**src/hw/scale_pkg.sv**
```systemverilog
package scale_pkg;

  // scan codes, top bit marks an extended key
  localparam int scan_w = 9;

  localparam logic [scan_w-1:0] key_enter     = 9'h05a;
  localparam logic [scan_w-1:0] key_enter_ext = 9'h15a; // keypad enter
  localparam logic [scan_w-1:0] key_asc       = 9'h045; // 0
  localparam logic [scan_w-1:0] key_asc_pad   = 9'h070;
  localparam logic [scan_w-1:0] key_dsc       = 9'h016; // 1
  localparam logic [scan_w-1:0] key_dsc_pad   = 9'h069;
  localparam logic [scan_w-1:0] key_spd       = 9'h01e; // 2
  localparam logic [scan_w-1:0] key_spd_pad   = 9'h072;

  // C4 up to C8
  localparam int tone_count = 29;
  localparam int tone_w     = 5;

  localparam logic [tone_w-1:0] tone_highest = 5'd28;
  localparam logic [tone_w-1:0] tone_lowest  = 5'd0;

  localparam logic [31:0] freq_invalid = 32'd10000; // obviously wrong pitch

  // octave 4, C through B, in Hz
  localparam logic [31:0] note_base [7] = '{
    32'd262,
    32'd294,
    32'd330,
    32'd349,
    32'd392,
    32'd440,
    32'd494
  };

  // one octave up per group of seven tones
  function automatic logic [31:0] note_freq(input logic [tone_w-1:0] idx);
    logic [2:0] note;
    logic [2:0] octave;
    begin
      note   = 3'(idx % 7);
      octave = 3'(idx / 7);
      if (idx > tone_highest)
        note_freq = freq_invalid;
      else
        note_freq = note_base[note] << octave;
    end
  endfunction

endpackage

```
**src/hw/key_command_decoder.sv**
```systemverilog
`timescale 1ns/1ps

module key_command_decoder
  import scale_pkg::*;
(
  input  logic              clk,
  input  logic              rst,
  input  logic [scan_w-1:0] scan_code,
  input  logic              scan_valid,
  input  logic              scan_make,
  output logic              clear,
  output logic              asc,
  output logic              dsc,
  output logic              spd_toggle
);

  logic press;
  logic hit_enter;
  logic hit_asc;
  logic hit_dsc;
  logic hit_spd;

  assign press = scan_valid && scan_make; // break codes ignored

  // each command answers to the main key and its keypad twin
  assign hit_enter = (scan_code == key_enter) || (scan_code == key_enter_ext);
  assign hit_asc   = (scan_code == key_asc) || (scan_code == key_asc_pad);
  assign hit_dsc   = (scan_code == key_dsc) || (scan_code == key_dsc_pad);
  assign hit_spd   = (scan_code == key_spd) || (scan_code == key_spd_pad);

  always_ff @(posedge clk)
  begin
    if (rst)
    begin
      clear      <= 1'b0;
      asc        <= 1'b0;
      dsc        <= 1'b0;
      spd_toggle <= 1'b0;
    end
    else
    begin
      // pulses last one cycle, drop without a fresh press
      clear      <= press && hit_enter;
      asc        <= press && hit_asc;
      dsc        <= press && hit_dsc;
      spd_toggle <= press && hit_spd;
    end
  end

  // downstream blocks assume one command at a time
  a_one_command: assert property (
    @(posedge clk) disable iff (rst)
    $onehot0({clear, asc, dsc, spd_toggle})
  );

endmodule

```
**src/hw/beat_timer.sv**
```systemverilog
`timescale 1ns/1ps

module beat_timer #(
  parameter int unsigned beat_short = 50_000_000, // cycles per beat, fast
  parameter int unsigned beat_long  = 100_000_000
) (
  input  logic clk,
  input  logic rst,
  input  logic clear,
  input  logic spd_toggle,
  output logic speed_state,
  output logic beat
);

  logic [31:0] cnt;
  logic [31:0] interval;
  logic        wrap;

  assign interval = speed_state ? beat_long : beat_short;

  // >= also catches a count left over from the long interval
  assign wrap = (cnt >= interval - 32'd1);
  assign beat = wrap;

  // 0 is the short interval
  always_ff @(posedge clk)
  begin
    if (rst || clear)
      speed_state <= 1'b0;
    else if (spd_toggle)
      speed_state <= ~speed_state;
  end

  always_ff @(posedge clk)
  begin
    if (rst || clear)
      cnt <= 32'd0;
    else if (wrap)
      cnt <= 32'd0;
    else
      cnt <= cnt + 32'd1;
  end

  // the long interval bounds the counter in either speed
  a_cnt_range: assert property (
    @(posedge clk) disable iff (rst)
    cnt <= beat_long - 32'd1
  );

endmodule

```
**src/hw/tone_stepper.sv**
```systemverilog
`timescale 1ns/1ps

module tone_stepper
  import scale_pkg::*;
(
  input  logic              clk,
  input  logic              rst,
  input  logic              clear,
  input  logic              asc,
  input  logic              dsc,
  input  logic              beat,
  output logic [tone_w-1:0] tone_idx
);

  logic              ascending;
  logic [tone_w-1:0] next_idx;

  // asc wins over dsc
  always_ff @(posedge clk)
  begin
    if (rst || clear)
      ascending <= 1'b1;
    else if (asc)
      ascending <= 1'b1;
    else if (dsc)
      ascending <= 1'b0;
  end

  // saturating step in the current direction
  always_comb
  begin
    if (ascending)
    begin
      if (tone_idx >= tone_highest)
        next_idx = tone_highest;
      else
        next_idx = tone_idx + 5'd1;
    end
    else
    begin
      if (tone_idx == tone_lowest)
        next_idx = tone_lowest;
      else
        next_idx = tone_idx - 5'd1;
    end
  end

  always_ff @(posedge clk)
  begin
    if (rst || clear)
      tone_idx <= tone_lowest;
    else if (beat)
      tone_idx <= next_idx; // direction from before any same-cycle command
  end

  a_idx_range: assert property (
    @(posedge clk) disable iff (rst)
    tone_idx <= tone_highest
  );

endmodule

```
**src/hw/tone_pwm.sv**
```systemverilog
`timescale 1ns/1ps

module tone_pwm
  import scale_pkg::*;
#(
  parameter int unsigned clk_hz = 100_000_000
) (
  input  logic              clk,
  input  logic              rst,
  input  logic              clear,
  input  logic [tone_w-1:0] tone_idx,
  output logic              audio_pwm
);

  logic [31:0]       period_tab [tone_count];
  logic [tone_w-1:0] tone_lat;
  logic [31:0]       period;
  logic [31:0]       half;
  logic [31:0]       cnt;
  logic              period_end;

  // period in clock cycles for each tone, folded to constants
  for (genvar i = 0; i < tone_count; i++)
  begin : g_period
    assign period_tab[i] = clk_hz / note_freq(tone_w'(i));
  end

  assign period     = period_tab[tone_lat];
  assign half       = period >> 1;
  assign period_end = (cnt >= period - 32'd1);

  // new tone only takes over at a period boundary
  always_ff @(posedge clk)
  begin
    if (rst || clear)
      tone_lat <= tone_lowest; // where the stepper lands after clear
    else if (period_end)
      tone_lat <= tone_idx;
  end

  always_ff @(posedge clk)
  begin
    if (rst || clear)
      cnt <= 32'd0;
    else if (period_end)
      cnt <= 32'd0;
    else
      cnt <= cnt + 32'd1;
  end

  // high for the first half, one cycle behind the count
  always_ff @(posedge clk)
  begin
    if (rst || clear)
      audio_pwm <= 1'b0;
    else
      audio_pwm <= (cnt < half);
  end

  // the period table only covers the stepper's range
  a_lat_range: assert property (
    @(posedge clk) disable iff (rst)
    tone_lat <= tone_highest
  );

endmodule

```
**src/hw/musical_scale_top.sv**
```systemverilog
`timescale 1ns/1ps

module musical_scale_top
  import scale_pkg::*;
#(
  parameter int unsigned clk_hz     = 100_000_000,
  parameter int unsigned beat_short = 50_000_000,
  parameter int unsigned beat_long  = 100_000_000
) (
  input  logic              clk,
  input  logic              rst,
  input  logic [scan_w-1:0] scan_code,
  input  logic              scan_valid,
  input  logic              scan_make,
  output logic              audio_pwm,
  output logic [tone_w-1:0] tone_idx,
  output logic              speed_state
);

  logic clear;
  logic asc;
  logic dsc;
  logic spd_toggle;
  logic beat;

  key_command_decoder key_command_decoder_inst (
    .clk        (clk),
    .rst        (rst),
    .scan_code  (scan_code),
    .scan_valid (scan_valid),
    .scan_make  (scan_make),
    .clear      (clear),
    .asc        (asc),
    .dsc        (dsc),
    .spd_toggle (spd_toggle)
  );

  beat_timer #(
    .beat_short (beat_short),
    .beat_long  (beat_long)
  ) beat_timer_inst (
    .clk         (clk),
    .rst         (rst),
    .clear       (clear),
    .spd_toggle  (spd_toggle),
    .speed_state (speed_state),
    .beat        (beat)
  );

  tone_stepper tone_stepper_inst (
    .clk      (clk),
    .rst      (rst),
    .clear    (clear),
    .asc      (asc),
    .dsc      (dsc),
    .beat     (beat),
    .tone_idx (tone_idx)
  );

  tone_pwm #(
    .clk_hz (clk_hz)
  ) tone_pwm_inst (
    .clk       (clk),
    .rst       (rst),
    .clear     (clear),
    .tone_idx  (tone_idx),
    .audio_pwm (audio_pwm)
  );

endmodule

```
**config.mk**
```make
export PLATFORM = sky130hd
export DESIGN_NAME = musical_scale_top
export DESIGN_NICKNAME = d
export VERILOG_FILES = /design/src/hw/scale_pkg.sv /design/src/hw/key_command_decoder.sv /design/src/hw/beat_timer.sv /design/src/hw/tone_stepper.sv /design/src/hw/tone_pwm.sv /design/src/hw/musical_scale_top.sv
export SDC_FILE = /design/constraint.sdc
export NUM_CORES = 1
export LEC_CHECK = 0
export BUFFER_PORTS_ARGS = -buffer_cell sky130_fd_sc_hd__buf_2
export CORE_ASPECT_RATIO = 1.5
export CORE_MARGIN = 8
export CORE_UTILIZATION = 60
export CTS_CLUSTER_DIAMETER = 50
export DETAILED_ROUTE_END_ITERATION = 8
export PLACE_DENSITY_LB_ADDON = 0.25
export REMOVE_ABC_BUFFERS = 1
export SLEW_MARGIN = 10
export SYNTH_ARGS = -nofsm -noshare
export SYNTH_HDL_FRONTEND = slang
export SYNTH_SLANG_ARGS = --single-unit
```
**constraint.sdc**
```tcl
create_clock -name clk -period 9.38 [get_ports clk]
set_input_delay 1.407 -clock clk [delete_from_list [all_inputs] [get_ports clk]]
set_output_delay 1.407 -clock clk [all_outputs]
set_load 0.1 [all_outputs]
```
## Yosys cells after proc, flatten, opt, wreduce, memory -nomap -nowiden

Memories as Yosys holds them, arrays and structs flattened.
Cells that the tools add are included.

| operators by class | value |
|---|---|
| muxes and demuxes | 6 |
| add/sub/neg operators | 6 |
| div/mod/pow operators | 0 |
| magnitude comparators | 5 |
| shifts and indexed selects | 0 |
| reduce and logical (&&, ||, !) cells | 14 |
| bitwise logic cells | 2 |
| multipliers | 0 |
| equal/unequal tests | 8 |

Operators with widths:

| operator | number |
|---|---|
| $add 32x1->32 const B | 2 |
| $ge 32x32->1 | 2 |
| $mux 32 | 2 |
| $sub 32x1->32 const B | 2 |
| $eq 9x7->1 const B | 5 |
| $lt 32x31->1 | 1 |
| $mux 27 | 1 |
| $eq 9x5->1 const B | 2 |
| $mux 5 | 3 |
| $eq 9x9->1 const B | 1 |
| $ge 6x6->1 const B | 1 |
| $not 5->6 | 1 |
| $reduce_or 2->1 | 3 |
| $add 5x1->5 const B | 1 |
| $ge 5x5->1 const B | 1 |
| $logic_and 1x1->1 | 5 |
| $logic_not 5->1 | 1 |
| $logic_or 1x1->1 | 5 |
| $sub 5x1->5 const B | 1 |
| $not 1->1 | 1 |

| word-level totals | value |
|---|---|
| output and inout bits | 7 |
| ROM bits | 1024 |
| word-level logic and storage cells | 53 |
| memories kept | 1 |
| flip-flop bits (word level) | 81 |
| bits in latches | 0 |
| input bits | 13 |
| memory bits (writable) | 0 |

Memories:

| name | words | bits a word | read ports | clocked after Yosys merged registers in | write ports | line | text |
|---|---|---|---|---|---|---|---|
| (name not given) | 32 | 32 | 1 | 0 | 0 | tone_pwm.sv:28 | `assign period = period_tab[tone_lat];` |

## Longest topological paths before layout

Gate-level depths: netlist of run 1.

| depth | value |
|---|---|
| depth after elaboration | 7 |
| depth in mapped cells | 17 |
| gate-level depth less buffers | 15 |

## Hierarchy

A second synthesis of run 1 with hierarchy kept.

| unflattened totals | value |
|---|---|
| cells, all modules | 719 |
| area, all modules | 6002.0 um^2 |

By module, submodules not included:

| module | times used | sequential area each (um^2) | cells each | area each (um^2) |
|---|---|---|---|---|
| tone_pwm | 1 | 760.7 | 470 | 3783.6 |
| beat_timer | 1 | 660.6 | 167 | 1534.0 |
| tone_stepper | 1 | 120.1 | 60 | 451.7 |
| key_command_decoder | 1 | 80.1 | 22 | 232.7 |

## Worst setup path after synthesis of run 1

No wires, ideal clock.

| timing | value |
|---|---|
| path type | reg-to-reg |
| from | reg tone_pwm_inst.tone_lat[0] |
| to | reg tone_pwm_inst.cnt[13] |
| required time | 9.314 ns |
| path buffers | 2 |
| setup time | 0.066 ns |
| cell stages (with the launch flop) | 17 |
| clock period less this slack | 4.152 ns |
| arrival | 4.086 ns |
| setup slack | 5.228 ns |
| cells stage by stage | dfxtp_1 -> clkbuf_1 -> inv_1 -> ha_1 -> and2_1 -> o21a_1 -> o31ai_1 -> nor4b_2 -> nand3_1 -> xor2_1 -> ha_1 -> a21oi_1 -> a21oi_1 -> a2111o_1 -> a211o_1 -> clkbuf_1 -> nor2_1 |

| on the way | value |
|---|---|
| longest elaborated chain between the ends | 7 |

RTL lines:

| what | line | text |
|---|---|---|
| start: declaration | tone_pwm.sv:16 | `logic [tone_w-1:0] tone_lat;` |
| start signal: assignment | tone_pwm.sv:36 | `tone_lat <= tone_lowest;` |
| start signal: assignment | tone_pwm.sv:38 | `tone_lat <= tone_idx;` |
| $not 5->6 (not written as such) | tone_pwm.sv:28 |  |
| $mem_v2 32x32 | - |  |
| $mux 32 (not written as such) (2 in a row) | tone_pwm.sv:28 |  |
| $sub 32x1->32 | tone_pwm.sv:30 | `assign period_end = (cnt >= period - 32'd1);` |
| $ge 32x32->1 | tone_pwm.sv:30 |  |
| $reduce_or 2->1 (no line) | - |  |
| end signal: assignment | tone_pwm.sv:48 | `cnt <= cnt + 32'd1;` |
| end: declaration | tone_pwm.sv:19 | `logic [31:0] cnt;` |

Every way passes these cells. The select of a mux whose other input is x is not followed.
A chain may end at the register's enable or synchronous reset.

## Worst setup path after layout of run 1

| timing | value |
|---|---|
| from | reg tone_pwm_inst.tone_lat[1] |
| to | reg tone_pwm_inst.cnt[3] |

The elaborated chain is that of the path after synthesis.

==> metrics.md, run 1 <==
| Metric | Value |
|---|---|
| IO Count | 20 |
| Final Skew | a little over 0.008 ns |
| PD cells | ~120 mW/mm^2 |
| CTS tree | built |
| Startpoint Class | flip-flop |
| Distinct cell type count after synthesis | 67 |
| Final Non-Filler Cells | approximately 860 |
| Mapped cell area | between 0.005 and 0.006 sq mm |
| Placer Congestion | a little under 0.9 |
| Max-slew violations | 0 |
| Routed WL | 13.5 mm |
| Hold Crit Class | flip-flop to flip-flop |
| Critical Path AT | about 5.3 ns |
| Placed cell count | roughly 850 |
| Pleak | 0.00268 uW |
| Cells after synthesis | about 720 |
| Global Route Usage Sum | about 20% |
| CP Class | flip-flop to flip-flop |
| Htree depth | 3 |
| Post-route clock period utilization | between 50% and 60% |
| Die area | between 0.01 and 0.015 sq mm |
| FF+latch count, synth | just over 80 |
| Wirelength per Cell | between 15 and 20 um |
| Max_cap viols | 0 |
| Vias in the first global route | 5102 |
| Post-route minimum period | ~5 ns |
| Dominant synthesized flop cell | dfxtp_1 |
| Slew headroom | about 25% |
| Core ar. | roughly 0.0097 sq mm |
| Final core utilization | between 60 and 70% |
| CTS hold repair buffers | 0 |
| Final Total Pwr | a little under 800 uW |
| WP data required | around 9.6 ns |
| CP endpoint kind | flip-flop |
| Initial DRC count | ~270 |
| # diodes | 0 |
| Largest net degree at the start of global routing | 52 |
| Grt ovf | 0 |
| Die X | a little under 100 um |
| Initial Utilization | a little over 60% |
| Vias per cell | 5.92 |
| Status | finished, final reports clean |
| Setup-failing EPs final | 0 |
| Final ANT Viol Nets | 0 |
| Worst-path clk slew | 0.06 ns |
| Setup tns final | 0 ns |
| Remaining DRCs | 0 |
| Initial antenna violation count | 0 |
| Worst Tran Pin Value | approximately 1.1 ns |
| Global-route wire length before repair | approximately 23 mm |
| Port bufs | 19 |
| Maximum VDD drop | roughly 0.00013 V |
| Most frequent cells in the layout | nor2_1 (84), dfxtp_1 (81), ha_1 (71) |
| Post-synth EDFFs | 0 |
| Most common cell after layout, fill and taps aside | nor2_1 |
| Ys Warns | 0 |
| Detailed-route via count | around 5100 |
| Die H | approximately 140 um |
| Clock tree buffer depth | 2 |
| CTS Buf Count | 9 |
| Layout cell share with drive strength beyond 1 | under 10% |
| Part of the Yosys area used for sequential elements | 27.1% |
| Post_cts resized | 0 |
| Synth-to-Final Area Change | 8.56% |
| Largest fanout on the critical path | 31 |
| Post-CTS setup buffer count | 0 |
| Fin nets | between 800 and 900 |
| Root Buffer | clkbuf_16 |
| Drt pass-1 iters | 4 |
| Avg Inst Size Synth | 8.29 sq um |
| FFs w/ async S/R, synth | 0% |
| Final hold viol count | 0 |
| Pre-CTS setup slack | between 4 and 5 ns |
| Row Count | between 40 and 50 |
| DP HPWL | approximately 10 mm |
| FILL cells | 802 |
| Clock Latency Late Sink | 0.34 ns |
| CTS sink cnt | between 80 and 90 |
| Fmax | between 0.15 and 0.2 GHz |
| RSZ-0062 raised after global routing | false |
| Fin worst setup slack | 4.34 ns |
-- critical path, cell delays in order, from the launching register on --
cell	delay (ns)
dfxtp_1	0.68
inv_1	0.27
ha_1	0.45
and2_1	0.22
o21a_1	0.19
o31ai_1	0.39
nor4b_2	0.46
nand3_1	0.18
xor2_1	0.20
ha_1	0.33
a21oi_1	0.17
a21oi_1	0.09
a2111o_1	0.43
a211o_1	0.66
nor2_1	0.24
-- flip-flops by register name (all words and copies together) (netlist names), 5 cells and up --
signal / flops
beat_timer_inst.cnt: 32
tone_pwm_inst.cnt: 32
tone_pwm_inst.tone_lat: 5
tone_stepper_inst.tone_idx: 5
-- area by class of cell --
type / instances / area (sq um) / share of cell area [%]
clock buffer: 12 / 267 / 4.11
clock inverter: 4 / 58.8 / 0.906
inverter: 22 / 82.6 / 1.27
multi-input combinational: 606 / 4180 / 64.5
sequential: 81 / 1620 / 25.0
tap: 115 / 144 / 2.22
timing repair buffer: 24 / 133 / 2.04
-- Yosys cell counts (all sizes together), types with 13 or more instances --
library cell,number,area share [%]
a21oi,44,3.7
and3,13,1.4
clkbuf,20,1.3
dfxtp,81,27
ha,71,15
inv,21,1.3
nand2,67,4.2
nand2b,13,1.4
nand3,34,2.8
nand4,19,2.0
nor2,104,8.9
o21ai,29,2.4
xnor2,27,4.0
xor2,37,5.4
-- power by group --
part / total (uW) / switching [uW] / internal [uW]
Clock: 373 / 142 / 231
Sequential: 353 / 5.27 / 348
Combinational: 42.4 / 29.2 / 13.2
-- layer usage --
metal / routed length [um] / up-vias / track usage (%)
met5: 0 / - / 0
met4: 580 / 0 / 11.3
met3: 363 / 39 / 3.54
met2: 6990 / 82 / 36.4
met1: 5600 / 2396 / 21.4
li1: - / 2602 / -
-- kinds of logic (layout without fill, tap and decap cells) --
logic type,count (synthesis),after routing,synth area share [%]
compound gates,144,144,16.2
xor+xnor,64,64,9.38
fa+ha+maj,71,71,14.9
buf+inv,49,62,3.83
flops,81,81,27.1
mux,10,10,1.91
other cells,2,17,0.126
simple gates,300,300,26.6
-- worst paths after layout --
check | start | to | slack [ns] | depth (start not counted)
setup / recovery | tone_pwm_inst.tone_lat[1]$_SDFFE_PP0P_ | tone_pwm_inst.cnt[3]$_SDFF_PP0_ | 4.34 | 14
hold / removal | key_command_decoder_inst.asc$_SDFF_PP0_ | tone_stepper_inst.ascending$_SDFFE_PP1P_ | 0.42 | 2
setup reg to reg | tone_pwm_inst.tone_lat[1]$_SDFFE_PP0P_ | tone_pwm_inst.cnt[3]$_SDFF_PP0_ | 4.34 | 14
hold reg to reg | key_command_decoder_inst.asc$_SDFF_PP0_ | tone_stepper_inst.ascending$_SDFFE_PP1P_ | 0.42 | 2
-- stage by stage --
stage / hold slack (ns) / area (sq um)
4_1_cts: 0.429 / 6490
2_1_floorplan: 0.393 / 5890
3_3_place_gp: 0.405 / 6160
5_1_grt: 0.453 / 6490
6_report: 0.421 / 6490
3_5_place_dp: 0.415 / 6160
Note: power is estimated with default switching activity, not from simulation.
==> run 2, diff against run 1 <==
Clock period 9.38 ns to 4.7 ns, I/O delays scaled along.
==> run 2 against run 1 <==
Clock skew decreased by 0.0022 ns. First-iteration DRC count decreased by 27%. Worst setup slack got worse by 3.9 ns. Maximum frequency increased by 19%. Utilization increased by 0.12 points. Non-clock buffer count increased by 4. Clock-buffer cell count decreased by 1. Critical endpoint is now tone_pwm_inst.cnt[4]$_SDFF_PP0_. Sequential share of layout area about the same. Final cell count increased by 0.35%. Register-to-register slack got worse by 3.9 ns.
==> metrics.md, run 2 (synthesis gave the netlist of run 1 again) <==
| Metric | Value |
|---|---|
| CTS sink cnt | 81 (unchanged) |
| Initial DRC count | 194 (-27%) |
| Fin worst setup slack | 0.477 ns (-3.86 ns) |
| Fmax | 0.237 GHz (+19%) |
| Largest net degree at the start of global routing | 38 (-27%) |
| Slew headroom | 24.4% (-0.51 points) |
| Global-route wire length before repair | 23.7 mm (+2.1%) |
| Internal power | 1160 uW (+96%) |
| P_sw | 337 uW (+90%) |
| Initial antenna violation count | 0 (unchanged) |
| Pre-CTS setup slack | 0.373 ns (-4.10 ns) |
| Die X | 97.5 um (unchanged) |
| Hold Crit Class | flip-flop to flip-flop |
| Post-CTS setup buffer count | 0 (unchanged) |
| Startpoint Class | flip-flop |
| Max stage delay on crit path | 0.54 ns (-0.14 ns) |
| Port bufs | 19 (unchanged) |
| CP max stage cell | a211o_2 |
| CP endpoint kind | flip-flop |
| Die H | 138 um (unchanged) |
| Core ar. | 0.00969 sq mm (unchanged) |
| Combinational power share | 5.6% (about the same) |
| Sw Share | 22.5% (-0.47 points) |
| WP buf/inv | 1 (unchanged) |
| Fin nets | 832 (+0.48%) |
| CTS tree | built |
| Largest registers | beat_timer_inst.cnt x32, tone_pwm_inst.cnt x32 |
| Final Skew | 0.00591 ns (-0.00222 ns) |
| CTS Buf Count | 9 (unchanged) |
| Clock Latency Late Sink | 0.33 ns (about the same) |
| Layout cell share with drive strength beyond 1 | 10.2% (+0.49 points) |
| IO Count | 20 (unchanged) |
| Final hold viol count | 0 (unchanged) |
| Post-route minimum period | 4.22 ns (-0.815 ns) |
| Wirelength per Cell | 15.8 um (+1.0%) |
| CP Class | flip-flop to flip-flop |
| Most common cell after layout, fill and taps aside | nor2_1 |
| RSZ-0062 raised after global routing | false |
| Clock tree buffer depth | 2 (unchanged) |
| Drt pass-1 iters | 5 (+1) |
| CTS hold repair buffers | 0 (unchanged) |
| Synth-to-Final Area Change | 8.75% |
| Vias per cell | 5.99 (+1.1%) |
| DP HPWL | 10.4 mm (+2.1%) |
| Largest fanout on the critical path | 31 (unchanged) |
| Final ANT Viol Nets | 0 (unchanged) |
| Proportion of power drawn by flip-flops and latches | 47.1% (+1.2 points) |
| Worst-path clk slew | 0.06 ns (about the same) |
| Setup-failing EPs final | 0 (unchanged) |
| Post_cts resized | 0 (unchanged) |
| CP Cell Sequence | inv_1, ha_1, and2_1, o21a_1, o31ai_1, nor4b_2, nand3_1, xor2_1, ha_1, a21oi_1, a21oi_1, a2111o_1, a211o_2, nor2_1 |
| Clk pwr share | 47.3% (-1.3 points) |
| # diodes | 0 (unchanged) |
| Global Route Usage Sum | 20.6% (+0.41 points) |
| Post-route clock period utilization | 89.9% (+36 points) |
| Vias in the first global route | 5223 (+2.4%) |
| Worst Tran Pin Value | 1.13 ns (+0.00769 ns) |
| Pleak | 0.00267 uW (about the same) |
| WP data required | 4.96 ns (-4.68 ns) |
| Maximum VDD drop | 0.000282 V (+130%) |
| Die area | 0.0135 sq mm (unchanged) |
| Htree depth | 3 (unchanged) |
| Grt ovf | 0 (unchanged) |
| Detailed-route via count | 5193 (+1.4%) |
| PD cells | 230 mW/mm^2 (+94%) |
| Remaining DRCs | 0 (unchanged) |
| Max_cap viols | 0 (unchanged) |
| Critical Path AT | 4.48 ns (-0.82 ns) |
| Row Count | 44 (unchanged) |
| Placer Congestion | 0.901 (+3.0%) |
| Root Buffer | clkbuf_16 |
| Status | finished, final reports clean |
| Delay-heaviest family, CP | compound AO/OA/AOI/OAI gates |
| Setup tns final | 0 ns (unchanged) |
| Max-slew violations | 0 (unchanged) |
| Initial Utilization | 61.7% (unchanged) |
| Routed WL | 13.7 mm (+1.4%) |
| Most frequent cells in the layout | nor2_1 (84), dfxtp_1 (81), ha_1 (71) |
-- run 2: power groups by stage --
stage / Clock (uW) / Combinational, uW / Sequential (uW)
after CTS: 721 / 83.1 / 704
after global placement: 0 / 79.8 / 718
after detailed placement: 0 / 82.6 / 719
final: 707 / 83.2 / 704
after global routing: 748 / 92.3 / 705
after floorplan: 0 / 41.7 / 738
-- run 2: area by class of cell --
class	count	area, sq um
clock buffers	11	253
clock inverters	4	52.6
fillers	804	3190
inverters	22	82.6
multi-input cells	606	4180
flip-flops and latches	81	1620
well taps	115	144
repair buffers	28	163
-- run 2: routing by layer --
layer,GRT usage (%),up-vias,share of wire [%]
li1,-,2621,-
met1,21.7,2447,39
met2,37.6,101,54
met3,3.59,24,3.4
met4,11.0,0,2.8
met5,0,-,0
-- run 2: per-stage QoR --
| stage | util [%] | instance area [sq um] | hold slack (ns) | power [uW] | cells |
|---|---|---|---|---|---|
| 6_report | 67.1 | 6500 | 0.439 | 1490 | 867 |
| 2_1_floorplan | - | 5890 | 0.393 | 779 | 709 |
| 3_3_place_gp | 63.9 | 6190 | 0.401 | 798 | 852 |
| 4_1_cts | 67.1 | 6500 | 0.446 | 1510 | 867 |
| 3_5_place_dp | 63.9 | 6190 | 0.402 | 801 | 852 |
| 5_1_grt | 67.1 | 6500 | 0.465 | 1550 | 867 |
-- run 2: path summary, 6_finish.rpt --
path                            cells past startpoint                                     from                                  endpoint  slack [ns]
worst max-delay path                               14   tone_pwm_inst.tone_lat[1]$_SDFFE_PP0P_           tone_pwm_inst.cnt[4]$_SDFF_PP0_        0.48
worst min-delay path                                2  key_command_decoder_inst.asc$_SDFF_PP0_  tone_stepper_inst.ascending$_SDFFE_PP1P_        0.44
worst max register to register                     14   tone_pwm_inst.tone_lat[1]$_SDFFE_PP0P_           tone_pwm_inst.cnt[4]$_SDFF_PP0_        0.48
worst min register to register                      2  key_command_decoder_inst.asc$_SDFF_PP0_  tone_stepper_inst.ascending$_SDFFE_PP1P_        0.44
-- run 2: worst register-to-register path, cell delays in order, from the launching register on --
cell and delay (ns):
dfxtp_1 0.33, inv_1 0.12, ha_1 0.40, and2_1 0.23, o21a_1 0.19, o31ai_1 0.33
nor4b_2 0.46, nand3_1 0.18, xor2_1 0.20, ha_1 0.33, a21oi_1 0.15, a21oi_1 0.08
a2111o_1 0.41, a211o_2 0.54, nor2_1 0.21
